===== src/rtl/trace_pkg.sv =====
/*
  Shared definitions for the instruction tracer:
  widths, RV32I major opcodes and the nop encoding,
  instruction class enum, instruction word union,
  trace record and the EX / WB observation structs,
  rd write-back capture helper
*/

package trace_pkg;

  parameter int xlen_w     = 32;
  parameter int reg_addr_w = 5;
  parameter int cycle_w    = 32;

  // base RV32I major opcodes
  parameter logic [6:0] opc_lui      = 7'b0110111;
  parameter logic [6:0] opc_auipc    = 7'b0010111;
  parameter logic [6:0] opc_jal      = 7'b1101111;
  parameter logic [6:0] opc_jalr     = 7'b1100111;
  parameter logic [6:0] opc_branch   = 7'b1100011;
  parameter logic [6:0] opc_load     = 7'b0000011;
  parameter logic [6:0] opc_store    = 7'b0100011;
  parameter logic [6:0] opc_op_imm   = 7'b0010011;
  parameter logic [6:0] opc_op       = 7'b0110011;
  parameter logic [6:0] opc_misc_mem = 7'b0001111;
  parameter logic [6:0] opc_system   = 7'b1110011;

  // addi x0, x0, 0
  parameter logic [xlen_w-1:0] nop_word = 32'h0000_0013;

  typedef enum logic [3:0] {
    cls_nop, cls_lui, cls_auipc, cls_jal, cls_jalr, cls_branch, cls_op_imm,
    cls_op, cls_load, cls_store, cls_fence, cls_csr, cls_system, cls_invalid
  } instr_class_e;

  typedef struct packed {
    logic [6:0]            funct7;
    logic [reg_addr_w-1:0] rs2;
    logic [reg_addr_w-1:0] rs1;
    logic [2:0]            funct3;
    logic [reg_addr_w-1:0] rd;
    logic [6:0]            opcode;
  } r_view_t;

  typedef struct packed {
    logic [11:0]           imm12;
    logic [reg_addr_w-1:0] rs1;
    logic [2:0]            funct3;
    logic [reg_addr_w-1:0] rd;
    logic [6:0]            opcode;
  } i_view_t;

  // same 32 bits, register form or immediate form
  typedef union packed {
    r_view_t r;
    i_view_t i;
  } instr_word_u;

  typedef struct packed {
    logic [cycle_w-1:0]    cycle;
    logic [xlen_w-1:0]     pc;
    logic [xlen_w-1:0]     instr;
    instr_class_e          iclass;
    logic [reg_addr_w-1:0] rd;
    logic                  rd_valid;
    logic [xlen_w-1:0]     rd_value;
    logic [xlen_w-1:0]     rs1_value;
    logic [xlen_w-1:0]     rs2_value;
    logic                  mem_valid;
    logic                  mem_we;
    logic [xlen_w-1:0]     mem_addr;
    logic [xlen_w-1:0]     mem_wdata;
  } trace_rec_t;

  typedef struct packed {
    logic                  ex_valid;
    logic                  reg_we;
    logic [reg_addr_w-1:0] reg_addr;
    logic [xlen_w-1:0]     reg_wdata;
    logic                  data_req;
    logic                  data_gnt;
    logic                  data_we;
    logic [xlen_w-1:0]     data_addr;
    logic [xlen_w-1:0]     data_wdata;
    logic                  wb_bypass;
  } ex_obs_t;

  typedef struct packed {
    logic                  wb_valid;
    logic                  reg_we;
    logic [reg_addr_w-1:0] reg_addr;
    logic [xlen_w-1:0]     reg_wdata;
  } wb_obs_t;

  // later writes to the traced rd overwrite earlier ones
  function automatic trace_rec_t capture_rd(input trace_rec_t            rec,
                                            input logic                  we,
                                            input logic [reg_addr_w-1:0] addr,
                                            input logic [xlen_w-1:0]     wdata);
    trace_rec_t upd;
    upd = rec;
    if (we && rec.rd_valid && (addr == rec.rd)) begin
      upd.rd_value = wdata;
    end
    return upd;
  endfunction

endpackage


===== src/rtl/instr_classifier.sv =====
/*
  Combinational RV32I decoder for the tracer.
  Maps an instruction word to its class and flags
  whether the class writes a non-zero rd.
*/

`timescale 1ns/1ps

module instr_classifier (
  input  trace_pkg::instr_word_u  instr,
  output trace_pkg::instr_class_e iclass,
  output logic                    writes_rd
);

  import trace_pkg::*;

  always_comb begin
    iclass = cls_invalid;
    if (instr == nop_word) begin
      iclass = cls_nop;
    end else begin
      case (instr.r.opcode)
        opc_lui:      iclass = cls_lui;
        opc_auipc:    iclass = cls_auipc;
        opc_jal:      iclass = cls_jal;
        opc_jalr:     iclass = cls_jalr;
        opc_branch:   iclass = cls_branch;
        opc_op_imm:   iclass = cls_op_imm;
        opc_misc_mem: iclass = cls_fence;
        opc_op: begin
          // base ALU ops only, everything else is an extension
          if ((instr.r.funct7 == 7'h00) || (instr.r.funct7 == 7'h20)) begin
            iclass = cls_op;
          end
        end
        opc_load: begin
          // lb lh lw lbu lhu
          case (instr.i.funct3)
            3'b000, 3'b001, 3'b010, 3'b100, 3'b101: iclass = cls_load;
            default:                                iclass = cls_invalid;
          endcase
        end
        opc_store: begin
          // sb sh sw
          case (instr.i.funct3)
            3'b000, 3'b001, 3'b010: iclass = cls_store;
            default:                iclass = cls_invalid;
          endcase
        end
        opc_system: begin
          if (instr.i.funct3 == 3'b000) begin
            // ecall / ebreak, other privileged encodings are not traced as valid
            if ((instr.i.imm12 == 12'd0) || (instr.i.imm12 == 12'd1)) begin
              iclass = cls_system;
            end
          end else if (instr.i.funct3 != 3'b100) begin
            iclass = cls_csr;
          end
        end
        default: iclass = cls_invalid;
      endcase
    end
  end

  // classes with a destination register
  always_comb begin
    case (iclass)
      cls_lui, cls_auipc, cls_jal, cls_jalr,
      cls_op_imm, cls_op, cls_load, cls_csr:
        writes_rd = (instr.r.rd != '0);
      default:
        writes_rd = 1'b0;
    endcase
  end

endmodule


===== src/rtl/trace_issue.sv =====
/*
  Decode-stage side of the tracer:
  cycle counter, sticky fetch_enable latch and
  creation of a fresh trace record per accepted instruction
*/

`timescale 1ns/1ps

module trace_issue (
  input  logic                          clk,
  input  logic                          rst_n,
  input  logic                          fetch_enable,
  input  logic [trace_pkg::xlen_w-1:0]  pc,
  input  logic [trace_pkg::xlen_w-1:0]  instr,
  input  logic                          id_valid,
  input  logic                          is_decoding,
  input  logic                          pipe_flush,
  input  logic [trace_pkg::xlen_w-1:0]  rs1_value,
  input  logic [trace_pkg::xlen_w-1:0]  rs2_value,
  output logic                          issue_valid,
  output trace_pkg::trace_rec_t         issue_rec
);

  import trace_pkg::*;

  logic [cycle_w-1:0] cycle_cnt;
  logic               started;
  instr_word_u        instr_w;
  instr_class_e       iclass;
  logic               writes_rd;

  assign instr_w = instr;

  instr_classifier u_classifier (
    .instr     (instr_w),
    .iclass    (iclass),
    .writes_rd (writes_rd)
  );

  // counter reads 0 on the first edge out of reset
  always_ff @(posedge clk or negedge rst_n) begin
    if (!rst_n) begin
      cycle_cnt <= '0;
      started   <= 1'b0;
    end else begin
      cycle_cnt <= cycle_cnt + cycle_w'(1);
      if (fetch_enable) begin
        started <= 1'b1;
      end
    end
  end

  // the edge that first sees fetch_enable already counts as started
  assign issue_valid = (started || fetch_enable) &&
                       ((id_valid && is_decoding) || pipe_flush);

  always_comb begin
    issue_rec           = '0;
    issue_rec.cycle     = cycle_cnt;
    issue_rec.pc        = pc;
    issue_rec.instr     = instr;
    issue_rec.iclass    = iclass;
    issue_rec.rd        = instr_w.r.rd;
    issue_rec.rd_valid  = writes_rd;
    issue_rec.rs1_value = rs1_value;
    issue_rec.rs2_value = rs2_value;
  end

endmodule


===== src/rtl/ex_tracker.sv =====
/*
  Shadow EX slot of the tracer.
  Holds one record, captures rd write-back and the first
  granted data access, retires to WB or straight out on bypass
*/

`timescale 1ns/1ps

module ex_tracker (
  input  logic                  clk,
  input  logic                  rst_n,
  input  logic                  issue_valid,
  input  trace_pkg::trace_rec_t issue_rec,
  input  trace_pkg::ex_obs_t    ex_obs,
  output logic                  to_wb_valid,
  output trace_pkg::trace_rec_t to_wb_rec,
  output logic                  bypass_valid,
  output trace_pkg::trace_rec_t bypass_rec
);

  import trace_pkg::*;

  logic       occupied;
  trace_rec_t rec;
  trace_rec_t rec_upd;
  logic       retire;

  // record as it looks after this edge's observation
  always_comb begin
    rec_upd = capture_rd(rec, ex_obs.reg_we, ex_obs.reg_addr, ex_obs.reg_wdata);
    // only the first granted access is kept
    if (ex_obs.data_req && ex_obs.data_gnt && !rec.mem_valid) begin
      rec_upd.mem_valid = 1'b1;
      rec_upd.mem_we    = ex_obs.data_we;
      rec_upd.mem_addr  = ex_obs.data_addr;
      rec_upd.mem_wdata = ex_obs.data_we ? ex_obs.data_wdata : '0;
    end
  end

  assign retire = occupied && (ex_obs.ex_valid || ex_obs.wb_bypass);

  // ex branches skip the WB stage
  assign to_wb_valid  = retire && !ex_obs.wb_bypass;
  assign bypass_valid = retire && ex_obs.wb_bypass;
  assign to_wb_rec    = rec_upd;
  assign bypass_rec   = rec_upd;

  always_ff @(posedge clk or negedge rst_n) begin
    if (!rst_n) begin
      occupied <= 1'b0;
    end else if (issue_valid) begin
      occupied <= 1'b1;
    end else if (retire) begin
      occupied <= 1'b0;
    end
  end

  always_ff @(posedge clk) begin
    if (issue_valid) begin
      rec <= issue_rec;
    end else if (occupied) begin
      rec <= rec_upd;
    end
  end

endmodule


===== src/rtl/wb_tracker.sv =====
/*
  Shadow WB slot of the tracer.
  Captures the late rd write-back and retires on wb_valid.
*/

`timescale 1ns/1ps

module wb_tracker (
  input  logic                  clk,
  input  logic                  rst_n,
  input  logic                  to_wb_valid,
  input  trace_pkg::trace_rec_t to_wb_rec,
  input  trace_pkg::wb_obs_t    wb_obs,
  output logic                  done_valid,
  output trace_pkg::trace_rec_t done_rec
);

  import trace_pkg::*;

  logic       occupied;
  trace_rec_t rec;

  assign done_rec   = capture_rd(rec, wb_obs.reg_we, wb_obs.reg_addr, wb_obs.reg_wdata);
  assign done_valid = occupied && wb_obs.wb_valid;

  always_ff @(posedge clk or negedge rst_n) begin
    if (!rst_n) begin
      occupied <= 1'b0;
    end else if (to_wb_valid) begin
      occupied <= 1'b1;
    end else if (done_valid) begin
      occupied <= 1'b0;
    end
  end

  always_ff @(posedge clk) begin
    if (to_wb_valid) begin
      rec <= to_wb_rec;
    end else if (occupied) begin
      rec <= done_rec;
    end
  end

endmodule


===== src/rtl/trace_emitter.sv =====
/*
  Output side of the tracer:
  circular record FIFO with two push ports (a before b),
  saturating drop counter and four-phase req/ack port
*/

`timescale 1ns/1ps

module trace_emitter #(
  parameter int fifo_depth = 4
) (
  input  logic                  clk,
  input  logic                  rst_n,
  input  logic                  push_a_valid,
  input  trace_pkg::trace_rec_t push_a_rec,
  input  logic                  push_b_valid,
  input  trace_pkg::trace_rec_t push_b_rec,
  input  logic                  trace_ack,
  output trace_pkg::trace_rec_t trace_rec,
  output logic                  trace_req,
  output logic [15:0]           dropped_count
);

  import trace_pkg::*;

  localparam int ptr_w = $clog2(fifo_depth);

  trace_rec_t       mem [fifo_depth];
  logic [ptr_w-1:0] wr_ptr;
  logic [ptr_w-1:0] rd_ptr;
  logic [ptr_w-1:0] b_ptr;
  logic [ptr_w:0]   count;
  logic [ptr_w:0]   space;
  logic             accept_a;
  logic             accept_b;
  logic [1:0]       n_push;
  logic [1:0]       n_drop;
  logic             pop;
  logic [16:0]      drop_sum;

  ////////////////////////////////////////////////////////////////////////////
  // push side
  ////////////////////////////////////////////////////////////////////////////

  // a slot freed by this edge's pop is not reused until the next edge
  assign space    = (ptr_w+1)'(fifo_depth) - count;
  assign accept_a = push_a_valid && (space != '0);
  assign accept_b = push_b_valid && (space > (ptr_w+1)'(accept_a));
  assign b_ptr    = wr_ptr + ptr_w'(accept_a);
  assign n_push   = {1'b0, accept_a} + {1'b0, accept_b};
  assign n_drop   = {1'b0, push_a_valid && !accept_a} + {1'b0, push_b_valid && !accept_b};
  assign drop_sum = {1'b0, dropped_count} + 17'(n_drop);

  always_ff @(posedge clk) begin
    if (accept_a) begin
      mem[wr_ptr] <= push_a_rec;
    end
    if (accept_b) begin
      mem[b_ptr] <= push_b_rec;
    end
  end

  ////////////////////////////////////////////////////////////////////////////
  // four-phase output
  ////////////////////////////////////////////////////////////////////////////

  // head stays put while req is high
  assign trace_rec = mem[rd_ptr];
  assign pop       = trace_req && trace_ack;

  always_ff @(posedge clk or negedge rst_n) begin
    if (!rst_n) begin
      wr_ptr        <= '0;
      rd_ptr        <= '0;
      count         <= '0;
      trace_req     <= 1'b0;
      dropped_count <= '0;
    end else begin
      wr_ptr <= wr_ptr + ptr_w'(n_push);
      rd_ptr <= rd_ptr + ptr_w'(pop);
      count  <= count + (ptr_w+1)'(n_push) - (ptr_w+1)'(pop);
      // rising needs ack low, so a new phase waits for the old ack to drop
      if (!trace_req && !trace_ack && (count != '0)) begin
        trace_req <= 1'b1;
      end else if (pop) begin
        trace_req <= 1'b0;
      end
      if (drop_sum[16]) begin
        dropped_count <= 16'hffff;
      end else begin
        dropped_count <= drop_sum[15:0];
      end
    end
  end

endmodule


===== src/rtl/riscv_trace_top.sv =====
/*
  Top level of the instruction tracer.
  Chains issue, shadow EX, shadow WB and the emitter
  and sets the output FIFO depth.
*/

`timescale 1ns/1ps

module riscv_trace_top #(
  parameter int fifo_depth = 4
) (
  input  logic                          clk,
  input  logic                          rst_n,
  input  logic                          fetch_enable,
  input  logic [trace_pkg::xlen_w-1:0]  pc,
  input  logic [trace_pkg::xlen_w-1:0]  instr,
  input  logic                          id_valid,
  input  logic                          is_decoding,
  input  logic                          pipe_flush,
  input  logic [trace_pkg::xlen_w-1:0]  rs1_value,
  input  logic [trace_pkg::xlen_w-1:0]  rs2_value,
  input  trace_pkg::ex_obs_t            ex_obs,
  input  trace_pkg::wb_obs_t            wb_obs,
  output trace_pkg::trace_rec_t         trace_rec,
  output logic                          trace_req,
  input  logic                          trace_ack,
  output logic [15:0]                   dropped_count
);

  import trace_pkg::*;

  logic       issue_valid;
  trace_rec_t issue_rec;
  logic       to_wb_valid;
  trace_rec_t to_wb_rec;
  logic       bypass_valid;
  trace_rec_t bypass_rec;
  logic       done_valid;
  trace_rec_t done_rec;

  trace_issue u_issue (
    .clk          (clk),
    .rst_n        (rst_n),
    .fetch_enable (fetch_enable),
    .pc           (pc),
    .instr        (instr),
    .id_valid     (id_valid),
    .is_decoding  (is_decoding),
    .pipe_flush   (pipe_flush),
    .rs1_value    (rs1_value),
    .rs2_value    (rs2_value),
    .issue_valid  (issue_valid),
    .issue_rec    (issue_rec)
  );

  ex_tracker u_ex (
    .clk          (clk),
    .rst_n        (rst_n),
    .issue_valid  (issue_valid),
    .issue_rec    (issue_rec),
    .ex_obs       (ex_obs),
    .to_wb_valid  (to_wb_valid),
    .to_wb_rec    (to_wb_rec),
    .bypass_valid (bypass_valid),
    .bypass_rec   (bypass_rec)
  );

  wb_tracker u_wb (
    .clk         (clk),
    .rst_n       (rst_n),
    .to_wb_valid (to_wb_valid),
    .to_wb_rec   (to_wb_rec),
    .wb_obs      (wb_obs),
    .done_valid  (done_valid),
    .done_rec    (done_rec)
  );

  // WB retire is the older instruction, so it takes port a
  trace_emitter #(
    .fifo_depth (fifo_depth)
  ) u_emitter (
    .clk           (clk),
    .rst_n         (rst_n),
    .push_a_valid  (done_valid),
    .push_a_rec    (done_rec),
    .push_b_valid  (bypass_valid),
    .push_b_rec    (bypass_rec),
    .trace_ack     (trace_ack),
    .trace_rec     (trace_rec),
    .trace_req     (trace_req),
    .dropped_count (dropped_count)
  );

endmodule


===== config.mk =====
export PLATFORM = sky130hd
export DESIGN_NAME = riscv_trace_top
export DESIGN_NICKNAME = d
export VERILOG_FILES = /design/src/rtl/trace_pkg.sv /design/src/rtl/instr_classifier.sv /design/src/rtl/trace_issue.sv /design/src/rtl/ex_tracker.sv /design/src/rtl/wb_tracker.sv /design/src/rtl/trace_emitter.sv /design/src/rtl/riscv_trace_top.sv
export SDC_FILE = /design/constraint.sdc
export NUM_CORES = 2
export LEC_CHECK = 0
export BUFFER_PORTS_ARGS = -buffer_cell sky130_fd_sc_hd__buf_4
export CAP_MARGIN = 10
export CORE_ASPECT_RATIO = 1.5
export CORE_MARGIN = 2
export CORE_UTILIZATION = 60
export CTS_CLUSTER_SIZE = 30
export DETAILED_ROUTE_END_ITERATION = 7
export PLACE_DENSITY = 0.8
export RECOVER_POWER = 25
export SLEW_MARGIN = 30
export SYNTH_ARGS = -nofsm -noshare
export SYNTH_HDL_FRONTEND = slang
export SYNTH_SLANG_ARGS = --single-unit

===== constraint.sdc =====
create_clock -name clk -period 33.9 [get_ports clk]
set_input_delay 5.085 -clock clk [delete_from_list [all_inputs] [get_ports clk]]
set_output_delay 5.085 -clock clk [all_outputs]
set_load 0.02 [all_outputs]

== After elaboration in Yosys (flattened, before gate mapping) ==
Memory sizes are Yosys's and may differ from the RTL's.
Index checks and enable logic that the tools add are counted.

* Muxes and demuxes: 28
* Shifts and indexed selects: 0
* $mul: 0
* $add $sub $neg: 10
* Order comparisons: 1
* Reductions and logical operators: 43
* Equality and inequality tests: 29
* Divide/modulo/power cells: 0
* Bitwise gates (word level): 0

{| class="wikitable"
|+ Operators with widths
! kind !! count
|-
| two-way mux 268 bit || 2
|-
| two-way mux 162 bit || 2
|-
| two-way mux 32 bit || 3
|-
| two-way mux 66 bit || 1
|-
| case mux 4 bit (11 select lines) || 1
|-
| adder 32 x 1 -> 32 bit (second input constant) || 1
|-
| == test 32 x 5 -> 1 bit (second input constant) || 1
|-
| == test 7 x 6 -> 1 bit (second input constant) || 4
|-
| == test 7 bit (second input constant) || 4
|-
| logical AND 1 bit || 19
|-
| adder 16 x 2 -> 17 bit || 1
|-
| two-way mux 16 bit || 1
|-
| == test 7 x 5 -> 1 bit (second input constant) || 2
|-
| == test 12 x 1 -> 1 bit (second input constant) || 1
|-
| == test 4 x 3 -> 1 bit (second input constant) || 3
|-
| zero test 12 bit || 1
|-
| two-way mux 1 bit || 12
|-
| two-way mux 4 bit || 3
|-
| == test 5 bit || 2
|-
| two-way mux 3 bit || 3
|-
| == test 4 x 2 -> 1 bit (second input constant) || 2
|-
| == test 4 bit (second input constant) || 2
|-
| nonzero test 2 bit || 4
|-
| OR reduction 8 bit || 1
|-
| 22 further kinds || 35
|}

* Latch bits: 0
* Input port bits: 281
* Memories: 1
* RAM bits: 1,072
* Bits in read-only memories: 0
* Output and inout bits: 285
* Flip-flop bits (word level): 595

{| class="wikitable"
|+ Memory list
! memory !! depth !! bits a word !! rd ports !! clocked after memory_dff !! wr ports !! line !! text
|-
| u_emitter.mem || 4 || 268 || 1 || 0 || 2 || trace_emitter.sv:28 || <nowiki>trace_rec_t mem [fifo_depth];</nowiki>
|}

== Logic depth before layout (Yosys ltp) ==
* Depth in word-level cells: 10
* Depth in mapped cells: 16

== Modules after synthesis ==
A second synthesis with hierarchy kept.

* Cells, all modules: 5,371
* Area total of the unflattened synthesis: 84,429.7 µm²

{| class="wikitable"
|+ By module, submodules not included
! module !! times used !! area each (µm²) !! sequential area each (µm²) !! cells each
|-
| trace_emitter || 1 || 52,686.8 || 32,791.4 || 2,721
|-
| ex_tracker || 1 || 15,320.9 || 8,072.7 || 1,277
|-
| wb_tracker || 1 || 12,619.6 || 8,072.7 || 929
|-
| trace_issue || 1 || 3,265.6 || 825.8 || 365
|-
| instr_classifier || 1 || 536.8 || 0.0 || 79
|}

== Least setup slack after synthesis ==
Ideal clock, no wire load.

* Path type: input-to-reg
* Start: input port wb_obs[38] (netlist bit)
* End: memory u_emitter.mem[0][0] (netlist bit) (enable)
* Path slack: 1.004 ns
* Stages on the path: 2
* Library setup time: 1.598 ns
* Data arrival time: 31.299 ns
* Cell sequence: nand2_1 -> o41ai_1

{| class="wikitable"
|+ RTL lines
! element !! line !! text
|-
| from (decl) || riscv_trace_top.sv:23 || <nowiki>input trace_pkg::wb_obs_t wb_obs,</nowiki>
|-
| to (decl) || trace_emitter.sv:28 ||
|}

== Worst setup path in the final report ==
* Start: input port ex_obs[0] (netlist bit)
* End: register u_wb.rec (netlist bit u_wb.done_rec[94]) (data pin)

* Cells in the longest elaborated chain, start to end: 4

{| class="wikitable"
|+ RTL lines
! element !! line !! text
|-
| from (decl) || riscv_trace_top.sv:22 || <nowiki>input trace_pkg::ex_obs_t ex_obs,</nowiki>
|-
| logical OR 1 bit || ex_tracker.sv:40 || <nowiki>assign retire = occupied && (ex_obs.ex_valid || ex_obs.wb_bypass);</nowiki>
|-
| logical AND 1 bit || ex_tracker.sv:40 ||
|-
| logical AND 1 bit * || ex_tracker.sv:43 || <nowiki>assign to_wb_valid = retire && !ex_obs.wb_bypass;</nowiki>
|-
| two-way mux 268 bit * || wb_tracker.sv:37 || <nowiki>if (to_wb_valid) begin</nowiki>
|-
| to (signal assigned) || wb_tracker.sv:38 || <nowiki>rec <= to_wb_rec;</nowiki>
|-
| to (signal assigned) || wb_tracker.sv:40 || <nowiki>rec <= done_rec;</nowiki>
|-
| to (decl) || wb_tracker.sv:21 || <nowiki>trace_rec_t rec;</nowiki>
|}

Mark *: on every way between the ends. The rest lies on a longest branch, timed or not. The select of a mux whose other input is x is not followed.
A chain may end at the register's enable or synchronous reset.

==> flow_summary_export.csv <==
group,metric,value,unit
die,die_area,126000,µm²
worst_setup_path,cp-start-kind,"input port",
clocking,htree_levels,4,
drt,antenna_left,0,
die,coreArea,122000,µm²
clocking,cts_buffers,151,
finish,area_growth_syn_to_layout,14.1,%
sta,fin_worst_skew,35.5,ps
synth,synth_cell_types,62,
sta,fin_tns_setup,0,ps
clocking,post_cts_buffers,0,
worst_setup_path,crit_fanout,131,
clocking,clock_latency,780,ps
synth,synth_xor_xnor_area_share,0.629,%
clocking,cts_buffer_depth,3,
min_path,hold_path_depth,1,
drt,drtPass1Iterations,6,
synth,syn_area,73800,µm²
worst_setup_path,cp-end-kind,"flip-flop",
synth,synth_nets,5250,
synth,ys_seq_elements,1637,
status,status,"complete, but fails checks",
finish,multiInputGateArea,24200,µm²
worst_setup_path,reg2regPathDepth,6,
synth,synth_area_per_cell,14.9,µm²
drt,vias,44837,
global_route,grt_pass1_wl,282,mm
sta,fmax,0.0615,GHz
synth,synth_compound_area_share,3.28,%
clocking,cts_hold_buf,0,
sta,slew_violations,921,
synth,synth-simple-area-share,8.84,%
drt,drt-vias-per-instance,6.29,
synth,synthMuxAreaShare,19.8,%
sta,rsz0062_at_grt,"false",
clocking,cts_tree,"yes",
global_route,antenna_found_initial,32,
sta,slew_headroom,-326,%
worst_setup_path,path_class,"in2reg",
die,die_x,290,µm
clocking,ctsResizeCount,0,
worst_setup_path,r2r_end,"u_wb.done_rec[94]$_DFFE_PP_",
drt,route.detailed.wl_per_inst,26.5,µm
sta,fin_crit,16260,ps
clocking,clk_pin_slew,60,ps
synth,synthArstFlopShare,3.60,%
synth,synth_edf_count,1480,
worst_setup_path,startpoint,"ex_obs[0]",
pwr,p_per_area,81.2,nW/µm²
synth,ys_seq_area_share,64.9,%
drt,drt_iter0_drc,4270,
worst_setup_path,crit_required,34500,ps
synth,synthCells,4954,
finish,final_layout_size_suffix_gt1_share,30.0,%
worst_setup_path,r2r_slack,21100,ps
synth,synth_top_family_by_area,"multiplexers",
finish,nets,5689,
placed_design,hpwlAfterDp,108,mm
global_route,track_usage,29.9,%
min_path,hp-class,"reg2reg",
clocking,cts_root_buffer,"clkbuf_16",
die,initial_core_util,60.5,%
global_route,grt_overflow,0,
sta,worst_pin_slew,6390,ps
pwr,leakagePower,31.0,nW
die,fp-row-count,157,
synth,synth-warning-count,0,
placed_design,place_congestion,0.816,
run,max-cap-violations,14,
sta,hold_viol,0,
sta,period_share,48.0,%
finish,seq_area,47900,µm²
drt,drcViolationCount,0,
global_route,grt_max_degree,205,
status,failed_checks,"max-capacitance violations, max-slew violations",
drt,wl,189,mm
sta,holdWs,468,ps
sta,finalSetupViolCount,0,
synth,ys.flop_type,"edfxtp_1",
placed_design,portBuffers,565,
pwr,peakVddDrop,0.0000755,V
die,ioPinCount,566,
worst_setup_path,arrival,16860,ps
worst_setup_path,r2r_start,"u_ex.occupied$_DFFE_PN0P_",
finish,fill_cells,7960,
worst_setup_path,worstSetupEndpoint,"u_wb.done_rec[94]$_DFFE_PP_",
synth,synth_adder_area_share,0.290,%
clocking,cts.sinks,1637,
die,die_y,433,µm
global_route,grt_pass1_vias,45434,
-- metal layers --
layer	vias up	wire, µm	track usage, %
met2	2204	94500	49.5
li1	19567	-	-
met5	-	170	0
met4	26	7930	13.0
met1	22644	68200	37.6
met3	396	18000	7.43
-- Yosys cell counts (all sizes together) (3+ instances only) --
cell	n	area, µm²
edfxtp	1480	44400
nand2b	5	31.3
and3	199	1240
clkbuf	166	623
or3	4	25.0
buf	182	968
mux2i	258	3070
nor3	7	35.0
mux2	496	5590
nand2	735	2760
mux4	263	5920
a211oi	98	736
a21oi	101	505
ha	13	163
dfxtp	98	1960
a31oi	4	25.0
nand3	24	125
or2	5	31.3
xnor2	31	272
nor2	261	980
nand4	9	62.6
xor2	22	193
nor4	7	43.8
inv	22	82.6
dfrtp	59	1480
and2	166	1040
o21ai	204	1020
and4	3	26.3
-- cells by family after synthesis --
group                    count (synthesis)
adder cells (fa/ha/maj)                 16
multiplexers                          1017
buffers and inverters                  370
AND/OR/NAND/NOR                       1438
XOR/XNOR                                53
flip-flops                            1637
AO/OA/AOI/OAI                          423
-- critical path, cell delays in order --
cell        delay, ps
clkbuf_1          100
nand2b_1          180
or2_0             290
clkinvlp_2       3050
clkbuf_1         2800
clkbuf_1         4620
and2_1            460
-- registers in the layout, summed over array words and instances (netlist names) --
register                 count
u_emitter.wr_ptr             2
u_ex.rec                    98
u_wb.done_rec              231
u_wb.occupied                1
u_wb.rec                    32
u_issue.started              1
u_issue.cycle_cnt           32
u_emitter.rd_ptr             2
u_emitter.dropped_count     16
u_ex.bypass_rec            165
u_ex.occupied                1
u_emitter.mem             1052
u_emitter.count              3
u_emitter.trace_req          1
-- worst min path at each step --
stage / start / endpoint
2_1_floorplan: u_issue.cycle_cnt[31]$_DFF_PN0_ / u_issue.cycle_cnt[31]$_DFF_PN0_
3_3_place_gp: u_issue.cycle_cnt[31]$_DFF_PN0_ / u_issue.cycle_cnt[31]$_DFF_PN0_
3_5_place_dp: u_issue.cycle_cnt[31]$_DFF_PN0_ / u_issue.cycle_cnt[31]$_DFF_PN0_
4_1_cts: u_issue.cycle_cnt[31]$_DFF_PN0_ / u_issue.cycle_cnt[31]$_DFF_PN0_
5_1_grt: u_issue.cycle_cnt[31]$_DFF_PN0_ / u_issue.cycle_cnt[31]$_DFF_PN0_
6_report: u_issue.cycle_cnt[31]$_DFF_PN0_ / u_issue.cycle_cnt[31]$_DFF_PN0_
-- through the flow --
step / util [%] / setup WS, ps / instance area [µm²] / power [mW] / instances
2_1_floorplan: - / 1000 / 73800 / 4.41 / 4954
3_3_place_gp: 64.8 / 22910 / 79100 / 5.09 / 6820
3_5_place_dp: 64.9 / 22900 / 79200 / 5.13 / 6825
4_1_cts: 69.0 / 22700 / 84200 / 6.84 / 7101
5_1_grt: 69.0 / 16690 / 84100 / 7.05 / 7124
6_report: 69.0 / 17640 / 84200 / 6.83 / 7129
-- area by class of cell --
type / count / share of cell area (%)
inverter: 22 / 0.109
clock inverter: 71 / 0.853
clock buffer: 205 / 5.07
timing repair buffer: 634 / 5.81
sequential: 1637 / 56.9
multi-input combinational: 2947 / 28.8
tap: 1590 / 2.36
antenna: 23 / 0.0684
-- power by group --
group | total (mW) | switching, mW | internal (mW)
Combinational | 2.30 | 1.37 | 0.925
Clock | 1.73 | 0.754 | 0.971
Sequential | 2.81 | 0.132 | 2.67
-- cells in the final DEF (no fill, tap or decap), types with 31 or more instances in the layout --
cell type  instances
a211oi_1          98
edfxtp_1        1480
clkbuf_16        155
mux4_2           263
xnor2_1           31
dfxtp_1           98
and2_0           103
nor2_1           260
dfrtp_1           56
and2_1            63
and3_1           199
mux2i_1          198
a21oi_1          101
nand2_1          732
o21ai_0          201
clkbuf_1          62
buf_4            579
mux2_2           485
Power figures use the tool's default switching activity.
